===== src/lc3b_types.sv =====
package lc3b_types;

    // Memory address as seen by fetch
    typedef logic [15:0] lc3b_word;

    // Branch nzp field and the condition codes share one layout
    typedef logic [2:0] lc3b_nzp;

    // Statistics counts, left to wrap
    typedef logic [15:0] bp_count;

    // Predictor table geometry
    localparam int PRED_INDEX_BITS = 4;
    localparam int PRED_INDEX_LSB  = 1;
    localparam int PRED_ENTRIES    = 1 << PRED_INDEX_BITS;

    typedef logic [PRED_INDEX_BITS-1:0] bp_index;

    // Two-bit saturating counter states, ordered from not taken to taken
    typedef enum logic [1:0] {
        strong_not_taken = 2'b00,
        weak_not_taken   = 2'b01,
        weak_taken       = 2'b10,
        strong_taken     = 2'b11
    } sat_state_e;

    // One branch resolution from execute
    typedef struct packed {
        logic    valid;
        lc3b_nzp nzp;
        lc3b_nzp cc;
    } br_resolve_t;

    // Training pulses, at most one high per cycle
    typedef struct packed {
        logic taken;
        logic not_taken;
    } br_train_t;

    typedef struct packed {
        bp_count branches;
        bp_count mispredicts;
    } bp_stats_t;

endpackage


===== src/branch_predictor.sv =====
module branch_predictor (
    input  logic                  clk,
    input  logic                  rst,

    // From fetch
    input  lc3b_types::lc3b_word  mem_address,
    input  logic                  br_instruction,

    // Training pulses from the resolver
    input  lc3b_types::br_train_t train,

    output logic                  prediction,
    output logic                  branch_in_flight
);

    lc3b_types::lc3b_word addr_reg;
    lc3b_types::bp_index  index;

    logic [lc3b_types::PRED_ENTRIES-1:0] entry_sel;
    logic [lc3b_types::PRED_ENTRIES-1:0] entry_taken;
    logic [lc3b_types::PRED_ENTRIES-1:0] entry_not_taken;
    logic [lc3b_types::PRED_ENTRIES-1:0] entry_pred;

    logic strobe_accept;
    logic train_any;

    // Only one branch may be tracked at a time
    assign strobe_accept = br_instruction & ~branch_in_flight;
    assign train_any     = train.taken | train.not_taken;

    // Address of the branch in flight
    always_ff @(posedge clk) begin
        if (rst) begin
            addr_reg <= '0;
        end else if (strobe_accept) begin
            addr_reg <= mem_address;
        end
    end

    // Word address bits select the table entry
    assign index = addr_reg[lc3b_types::PRED_INDEX_LSB +: lc3b_types::PRED_INDEX_BITS];

    always_comb begin
        entry_sel        = '0;
        entry_sel[index] = 1'b1;
    end

    // Training reaches only the selected entry
    assign entry_taken     = entry_sel & {lc3b_types::PRED_ENTRIES{train.taken}};
    assign entry_not_taken = entry_sel & {lc3b_types::PRED_ENTRIES{train.not_taken}};

    // Predictor table
    genvar i;
    generate
        for (i = 0; i < lc3b_types::PRED_ENTRIES; i++) begin : g_table
            saturating_counter u_counter (
                .clk        (clk),
                .rst        (rst),
                .taken      (entry_taken[i]),
                .not_taken  (entry_not_taken[i]),
                .prediction (entry_pred[i])
            );
        end
    endgenerate

    // Follows the table, so a trained entry shows its new state next cycle
    assign prediction = entry_pred[index];

    // Resolution has priority over a new strobe
    always_ff @(posedge clk) begin
        if (rst) begin
            branch_in_flight <= 1'b0;
        end else if (train_any) begin
            branch_in_flight <= 1'b0;
        end else if (strobe_accept) begin
            branch_in_flight <= 1'b1;
        end
    end

endmodule


===== src/branch_resolver.sv =====
module branch_resolver (
    input  logic                    clk,
    input  logic                    rst,

    // Resolution from execute
    input  lc3b_types::br_resolve_t resolve,

    // State of the branch in flight, from the predictor
    input  logic                    prediction,
    input  logic                    branch_in_flight,

    output lc3b_types::br_train_t   train,
    output logic                    mispredict,
    output lc3b_types::bp_stats_t   stats
);

    logic resolve_accept;
    logic outcome;
    logic mismatch;

    // A resolve with nothing in flight is ignored
    assign resolve_accept = resolve.valid & branch_in_flight;

    // Taken when any requested condition code is set
    assign outcome = |(resolve.nzp & resolve.cc);

    assign mismatch = outcome ^ prediction;

    // Same-cycle training pulses, one-hot while accepted
    always_comb begin
        train.taken     = resolve_accept & outcome;
        train.not_taken = resolve_accept & ~outcome;
    end

    // Registered flush request, high for one cycle
    always_ff @(posedge clk) begin
        if (rst) begin
            mispredict <= 1'b0;
        end else begin
            mispredict <= resolve_accept & mismatch;
        end
    end

    // Running totals
    always_ff @(posedge clk) begin
        if (rst) begin
            stats.branches    <= '0;
            stats.mispredicts <= '0;
        end else if (resolve_accept) begin
            stats.branches <= stats.branches + 16'd1;
            if (mismatch) begin
                stats.mispredicts <= stats.mispredicts + 16'd1;
            end
        end
    end

endmodule


===== src/branch_unit.sv =====
module branch_unit (
    input  logic                    clk,
    input  logic                    rst,

    // Fetch side
    input  lc3b_types::lc3b_word    mem_address,
    input  logic                    br_instruction,

    // Execute side
    input  lc3b_types::br_resolve_t resolve,

    output logic                    prediction,
    output logic                    branch_in_flight,
    output logic                    mispredict,
    output lc3b_types::bp_stats_t   stats
);

    // Resolver back to predictor
    lc3b_types::br_train_t train;

    branch_predictor u_predictor (
        .clk              (clk),
        .rst              (rst),
        .mem_address      (mem_address),
        .br_instruction   (br_instruction),
        .train            (train),
        .prediction       (prediction),
        .branch_in_flight (branch_in_flight)
    );

    branch_resolver u_resolver (
        .clk              (clk),
        .rst              (rst),
        .resolve          (resolve),
        .prediction       (prediction),
        .branch_in_flight (branch_in_flight),
        .train            (train),
        .mispredict       (mispredict),
        .stats            (stats)
    );

endmodule


===== src/saturating_counter.sv =====
module saturating_counter (
    input  logic clk,
    input  logic rst,

    // Training strobes for this entry only
    input  logic taken,
    input  logic not_taken,

    output logic prediction
);

    lc3b_types::sat_state_e state;
    lc3b_types::sat_state_e state_next;

    always_ff @(posedge clk) begin
        if (rst) begin
            state <= lc3b_types::weak_not_taken;
        end else begin
            state <= state_next;
        end
    end

    // One step per training pulse, pinned at either end
    always_comb begin
        state_next = state;
        if (taken) begin
            unique case (state)
                lc3b_types::strong_not_taken: state_next = lc3b_types::weak_not_taken;
                lc3b_types::weak_not_taken:   state_next = lc3b_types::weak_taken;
                lc3b_types::weak_taken:       state_next = lc3b_types::strong_taken;
                lc3b_types::strong_taken:     state_next = lc3b_types::strong_taken;
                default:                      state_next = lc3b_types::weak_not_taken;
            endcase
        end else if (not_taken) begin
            unique case (state)
                lc3b_types::strong_not_taken: state_next = lc3b_types::strong_not_taken;
                lc3b_types::weak_not_taken:   state_next = lc3b_types::strong_not_taken;
                lc3b_types::weak_taken:       state_next = lc3b_types::weak_not_taken;
                lc3b_types::strong_taken:     state_next = lc3b_types::weak_taken;
                default:                      state_next = lc3b_types::weak_not_taken;
            endcase
        end
    end

    // Taken side of the table
    always_comb begin
        prediction = (state == lc3b_types::weak_taken) ||
                     (state == lc3b_types::strong_taken);
    end

endmodule


===== config.mk =====
export PLATFORM = sky130hd
export DESIGN_NAME = branch_unit
export DESIGN_NICKNAME = d
export VERILOG_FILES = /design/src/lc3b_types.sv /design/src/branch_predictor.sv /design/src/branch_resolver.sv /design/src/branch_unit.sv /design/src/saturating_counter.sv
export SDC_FILE = /design/constraint.sdc
export NUM_CORES = 1
export LEC_CHECK = 0
export BUFFER_PORTS_ARGS = -buffer_cell sky130_fd_sc_hd__buf_2
export CAP_MARGIN = 20
export CORE_MARGIN = 2
export CORE_UTILIZATION = 60
export CTS_CLUSTER_DIAMETER = 80
export DETAILED_ROUTE_END_ITERATION = 8
export PLACE_DENSITY = 0.85
export SETUP_SLACK_MARGIN = 0.15
export SYNTH_ARGS = -nofsm -noshare
export SYNTH_HDL_FRONTEND = slang
export SYNTH_SLANG_ARGS = --single-unit

===== constraint.sdc =====
create_clock -name clk -period 5 [get_ports clk]
set_clock_uncertainty 0.05 [all_clocks]
set_input_delay 0.25 -clock clk [delete_from_list [all_inputs] [get_ports clk]]
set_output_delay 0.25 -clock clk [all_outputs]
set_load 0.01 [all_outputs]

==> impl_metrics.py, run 1 <==
metrics = {
    "clocking": {
        "cts.path.max_buffers": 2,
        "clock-sinks": 70,
        "clk_latency_ns": 0.35,
        "clk_pin_slew_ns": 0.08,
        "numCtsBuffers": 9,
        "ctsHoldBuffers": 0,
        "cts_setup_buffers": 0,
        "cts-root-buf": "clkbuf_8",
        "htreeDepth": 3,
        "cts_resized": 0,
        "cts_tree": "built",
    },
    "critical_path": {
        "crit_fanout": 25,
        "endpoint_kind": "flip-flop",
        "critPathKind": "reg2reg",
        "r2r-end": "u_resolver.stats[5]$_SDFFE_PP0P_",
        "crit_chain": "mux4_1, mux4_2, mux2i_4, or4b_2, a21oi_1",
        "rr_startpoint": "u_predictor.addr_reg[2]$_SDFFE_PP0P_",
        "worstSetupStartpointType": "flip-flop",
        "slowest_stage": "or4b_2",
        "slowest_delay_ns": 0.68,
        "reg2reg_slack_ns": 1.92,
        "required_ns": 5.24,
        "crit_arrival_ns": 3.32,
        "ff2ff_path_depth": 5,
    },
    "die": {
        "die_x_um": 80.2,
        "dieArea_mm2": 0.00643,
        "core_area_mm2": 0.00554,
        "start_util_pct": 62.9,
        "die_y_um": 80.2,
        "ios": 61,
        "rows": 27,
    },
    "synthesis": {
        "synth_top_family_by_area": "simple AND/OR/NAND/NOR gates",
        "synth-compound-area-share_pct": 17.7,
        "syn_inst": 414,
        "synth_xor_area_share_pct": 3.27,
        "ys_top_cells_by_count": "70 x dfxtp_1, 57 x nand2_1, 56 x nor2_1",
        "muxShareOfSynthArea_pct": 7.83,
        "synth_adder_area_share_pct": 0.718,
        "avgSynthCellArea_um2": 8.41,
        "synth.most_common_cell": "dfxtp_1",
        "netlist-cell-type-count": 44,
        "yosysWarningCount": 0,
        "synth-simple-area-share_pct": 26.4,
        "async_flop_share_pct": 0,
        "synth_edf_count": 0,
        "synth.top_cells.by_area": "dfxtp_1 40%, nand2_1 6.1%, nor2_1 6.0%, a21oi_1 3.0%, mux2i_1 2.9%",
        "synth_fp_nets": 442,
        "yosysTopAreaCellShare_pct": 40.2,
        "synth_ff_type": "dfxtp_1",
        "yosysTopAreaCell": "dfxtp_1",
        "seq_area_frac_synth_pct": 40.2,
        "synth-seq-cells": 70,
        "syn_area_mm2": 0.00348,
    },
    "flow_run": {
        "cap_violations": 0,
    },
    "placement": {
        "numPlacedInstances": 513,
        "hpwl_mm": 4.79,
        "pre_cts_ws_ns": 1.94,
        "globalplace.congestion": 0.824,
        "port_buffers": 48,
    },
    "global_routing": {
        "grt_pass1_vias": 2772,
        "grt_overflow": 0,
        "gr-usage-all-layers_pct": 24.0,
        "grt_pass1_wl_mm": 12.3,
        "antenna_found_initial": 0,
        "grt_max_degree": 73,
    },
    "timing": {
        "setup_viol": 0,
        "timing.final.ws_setup_ns": 1.92,
        "rsz0062_at_grt": "no",
        "fin_tns_setup_ns": 0,
        "drv_slew": 0,
        "tightest_slew_ns": 0.723,
        "min_period_ns": 3.08,
        "fin_crit_sh_pct": 61.7,
        "hold_viol": 0,
        "fmax_mhz": 324,
        "max_slew_margin_pct": 51.8,
    },
    "power_and_ir_drop": {
        "switching_power_uw": 296,
        "p_leak_nw": 1.55,
        "power_frac_clock_pct": 44.5,
        "power.density_mw_per_mm2": 316,
        "p_int_uw": 966,
        "switching_share_pct": 23.5,
        "comb_power_share_pct": 8.3,
        "irDropWorstVdd_mv": 0.255,
        "sequentialPowerShare_pct": 47.1,
    },
    "hold_path": {
        "hold_depth": 3,
        "hold_class": "in2reg",
        "hold_end": "u_predictor.addr_reg[1]$_SDFFE_PP0P_",
        "min_from": "mem_address[1]",
    },
    "route": {
        "drt-total-wl_mm": 7.39,
        "antenna_left": 0,
        "viasPerCell": 5.95,
        "wl_per_cell_um": 13.9,
        "dr.pass1.iters": 4,
        "dr_total_vias": 3156,
        "drc": 0,
        "drtIter0Drc": 170,
    },
    "final_layout": {
        "fin_util_pct": 72.0,
        "ff_latch_area_mm2": 0.00140,
        "area_growth_pct": 14.5,
        "n_antenna_cell": 0,
        "final_cells": 530,
        "multiInputGateArea_mm2": 0.00195,
        "fillers": 421,
        "drive_gt1_share_pct": 16.8,
        "num-nets-final": 481,
    },
    "run_status": {
        "status": "completed",
    },
}
[cell families after synthesis]
family          after synthesis
compound gates               95
xor+xnor                     13
fa+ha+maj                     2
buf+inv                      28
flops                        70
mux                          18
simple gates                188
[layer usage]
metal	wire length, um	GRT usage, %	up-vias	share of wire (%)
li1	-	-	1571	-
met1	3340	30.5	1476	45
met2	3520	40.6	97	48
met3	420	4.04	12	5.7
met4	109	9.66	0	1.5
met5	0	0	-	0
[cell usage in the layout (no fill, tap or decap), types with 3 or more instances in the layout]
cell type	count
a211o_1	11
a21o_1	13
a21oi_1	21
a22oi_1	13
and2_1	3
and3_1	3
and4_1	5
buf_2	48
bufinv_16	3
clkbuf_8	10
dfxtp_1	70
inv_1	5
mux2i_1	10
mux4_2	3
nand2_1	57
nand2b_1	7
nand3_1	13
nand4_1	4
nor2_1	56
nor2b_1	3
nor3_1	9
nor4_1	6
o21ai_0	19
o21ai_1	7
o221ai_1	5
o31ai_1	5
or3_1	8
or4_1	5
xnor2_1	7
xor2_1	6
[critical path: cells and delay by family, from the launching register on]
kind / cells / cell delay (ns)
flops: 1 / 0.63
simple gates: 1 / 0.68
compound gates: 1 / 0.15
mux: 3 / 1.52
[area by class of cell]
cell class	count	share of cell area (%)
multi-input cells	316	48.9
flip-flops and latches	70	35.1
repair buffers	51	7.09
clock buffers	11	3.54
clock inverters	5	2.67
well taps	72	2.26
inverters	5	0.470
[through the flow]
step,area (um2),power [mW],hold WS (ns)
after floorplan,3480,0.683,0.347
after global placement,3710,0.703,0.413
after detailed placement,3710,0.707,0.421
after CTS,3960,1.26,0.0803
after global routing,3990,1.30,0.0986
final,3990,1.26,0.0847
[power groups by stage]
stage | sequential (mW) | combinational, mW | clock [mW]
CTS | 0.594 | 0.100 | 0.568
detailed placement | 0.607 | 0.0998 | 0
finish | 0.595 | 0.105 | 0.562
floorplan | 0.599 | 0.0840 | 0
global placement | 0.606 | 0.0965 | 0
global route | 0.598 | 0.117 | 0.590
[how the worst max path moves through the flow]
stage	from	endpoint	slack [ns]
after global routing	u_predictor.addr_reg[2]$_SDFFE_PP0P_	u_resolver.stats[5]$_SDFFE_PP0P_	1.75
final	u_predictor.addr_reg[2]$_SDFFE_PP0P_	u_resolver.stats[5]$_SDFFE_PP0P_	1.92
after global placement	u_predictor.addr_reg[2]$_SDFFE_PP0P_	u_resolver.stats[5]$_SDFFE_PP0P_	1.97
after floorplan	u_predictor.addr_reg[2]$_SDFFE_PP0P_	u_resolver.stats[5]$_SDFFE_PP0P_	2.33
after detailed placement	u_predictor.addr_reg[2]$_SDFFE_PP0P_	u_resolver.stats[5]$_SDFFE_PP0P_	1.94
after CTS	u_predictor.addr_reg[2]$_SDFFE_PP0P_	u_resolver.stats[5]$_SDFFE_PP0P_	1.93
(Power assumes the default switching activity.)
==> inputs of run 2 (changes only) <==
Settings changed: CORE_UTILIZATION 60 to 50, PLACE_DENSITY 0.85 to 0.75.
Clock period 5 ns to 2.7 ns, I/O delays scaled along.
==> impl_metrics.py, run 2 (synthesized netlist as in run 1, its figures left out) <==
metrics = {
    "power_and_ir_drop": {
        "irDropWorstVdd_mv": 0.273,
        "power.total_mw": 2.33,
        "p_leak_nw": 1.67,
        "power.density_mw_per_mm2": 547,
    },
    "critical_path": {
        "rr_startpoint": "u_predictor.addr_reg[2]$_SDFFE_PP0P_",
        "worstSetupStartpointType": "flip-flop",
        "crit_arrival_ns": 2.86,
        "crit_fanout": 7,
        "required_ns": 2.93,
        "critPathKind": "reg2reg",
        "ff2ff_path_depth": 5,
        "r2r-end": "u_resolver.stats[11]$_SDFFE_PP0P_",
        "endpoint_kind": "flip-flop",
        "reg2reg_slack_ns": 0.07,
    },
    "final_layout": {
        "fillers": 564,
        "final_cell_mix": "69 x dfxtp_1, 57 x nand2_1, 56 x nor2_1",
        "drive_gt1_share_pct": 22.2,
        "num-nets-final": 505,
        "design_area_mm2": 0.00426,
        "fin_util_pct": 63.0,
        "ff_latch_area_mm2": 0.00141,
        "n_antenna_cell": 0,
        "multiInputGateArea_mm2": 0.00204,
        "final_common_cell": "dfxtp_1",
        "area_growth_pct": 22.3,
    },
    "clocking": {
        "numCtsBuffers": 9,
        "cts.path.max_buffers": 2,
        "cts_tree": "built",
        "cts-root-buf": "clkbuf_8",
        "clk_pin_slew_ns": 0.08,
        "clk_latency_ns": 0.34,
        "htreeDepth": 3,
        "clock-sinks": 70,
    },
    "hold_path": {
        "hold_class": "in2reg",
        "hold_depth": 2,
        "hold_end": "u_resolver.stats[22]$_SDFFE_PP0P_",
        "min_from": "rst",
    },
    "global_routing": {
        "grt_pass1_vias": 2800,
        "grt_max_degree": 37,
        "antenna_found_initial": 0,
        "grt_overflow": 0,
        "gr-usage-all-layers_pct": 20.1,
        "grt_pass1_wl_mm": 12.2,
    },
    "timing": {
        "fmax_mhz": 380,
        "setup_viol": 0,
        "rsz0062_at_grt": "yes",
        "min_period_ns": 2.63,
        "tightest_slew_ns": 0.673,
        "hold_viol": 0,
        "fin_crit_sh_pct": 97.6,
        "max_slew_margin_pct": 54.7,
        "drv_slew": 0,
    },
    "die": {
        "dieArea_mm2": 0.00765,
        "core_area_mm2": 0.00676,
        "die_y_um": 87.5,
        "start_util_pct": 51.6,
        "rows": 30,
        "ios": 61,
        "die_x_um": 87.5,
    },
    "run_status": {
        "status": "completed",
    },
    "placement": {
        "hpwl_mm": 5.03,
        "placed_cell_area_mm2": 0.00381,
        "port_buffers": 48,
        "globalplace.congestion": 0.824,
    },
    "route": {
        "antenna_left": 0,
        "wl_per_cell_um": 14.0,
        "viasPerCell": 5.76,
        "drtIter0Drc": 128,
        "drc": 0,
        "dr.pass1.iters": 5,
        "dr_total_vias": 3238,
        "drt-total-wl_mm": 7.86,
    },
    "flow_run": {
        "cap_violations": 0,
    },
}
## run 2: cell count changes in the layout (fill, tap and decap cells not counted), sizes merged
cell,delta
buf,+17
clkinv,+1
mux2i,+2
dlygate4sd3,+5
bufinv,-1
## run 2: worst max path at each step
stage / from / to / slack, ns / cells after the start
after floorplan: u_predictor.addr_reg[2]$_SDFFE_PP0P_ / u_resolver.stats[9]$_SDFFE_PP0P_ / 0.16 / 7
after global placement: u_predictor.addr_reg[2]$_SDFFE_PP0P_ / u_resolver.stats[10]$_SDFFE_PP0P_ / 0.01 / 5
after detailed placement: u_predictor.addr_reg[2]$_SDFFE_PP0P_ / u_resolver.stats[10]$_SDFFE_PP0P_ / -0.04 / 5
after CTS: u_predictor.addr_reg[2]$_SDFFE_PP0P_ / u_resolver.stats[11]$_SDFFE_PP0P_ / 0.09 / 5
after global routing: u_predictor.addr_reg[2]$_SDFFE_PP0P_ / u_resolver.stats[11]$_SDFFE_PP0P_ / 0.02 / 5
final: u_predictor.addr_reg[2]$_SDFFE_PP0P_ / u_resolver.stats[11]$_SDFFE_PP0P_ / 0.07 / 5
## run 2: what timing repair did
item                                    CTS  global route
pin swaps                                 3            14
endpoints found under the setup margin   17            14
endpoints found under the hold margin     5             0
gates resized for setup                   6            13
hold buffers                              5             0
setup buffers                             1             7
cloned                                    1             1
## run 2: area by class of cell
| cell class | count | area share, % |
|---|---|---|
| multi-input combinational | 318 | 47.9 |
| sequential | 70 | 33.0 |
| timing repair buffer | 73 | 10.9 |
| clock buffer | 11 | 3.55 |
| tap | 80 | 2.35 |
| clock inverter | 5 | 1.91 |
| inverter | 5 | 0.441 |
## run 2: critical path: stages (launching register included)
cell	delay (ns)
dfxtp_4	0.41
mux4_2	0.52
mux4_2	0.63
mux2i_4	0.29
or4_1	0.53
a21oi_1	0.14
## run 2: metrics by stage
step                setup WS, ns  std cells  hold slack [ns]  setup TNS [ns]
finish                    0.0660        562            0.168               0
global route              0.0210        562            0.177               0
CTS                       0.0855        554            0.139               0
detailed placement       -0.0361        531            0.339         -0.0751
global placement          0.0122        531            0.316               0
floorplan                  0.161        414            0.232               0
## run 2: where the power goes
group | internal [mW] | switching [mW] | total [mW]
clock network | 0.571 | 0.402 | 0.973
registers | 1.06 | 0.0379 | 1.10
logic | 0.126 | 0.132 | 0.258
## run 2: layer usage
layer / share of wire [%] / track usage [%] / up-vias
met5: 0 / 0 / -
met4: 1.6 / 9.79 / 0
met3: 4.8 / 3.32 / 12
met2: 48 / 33.9 / 87
met1: 46 / 24.6 / 1517
li1: - / - / 1622
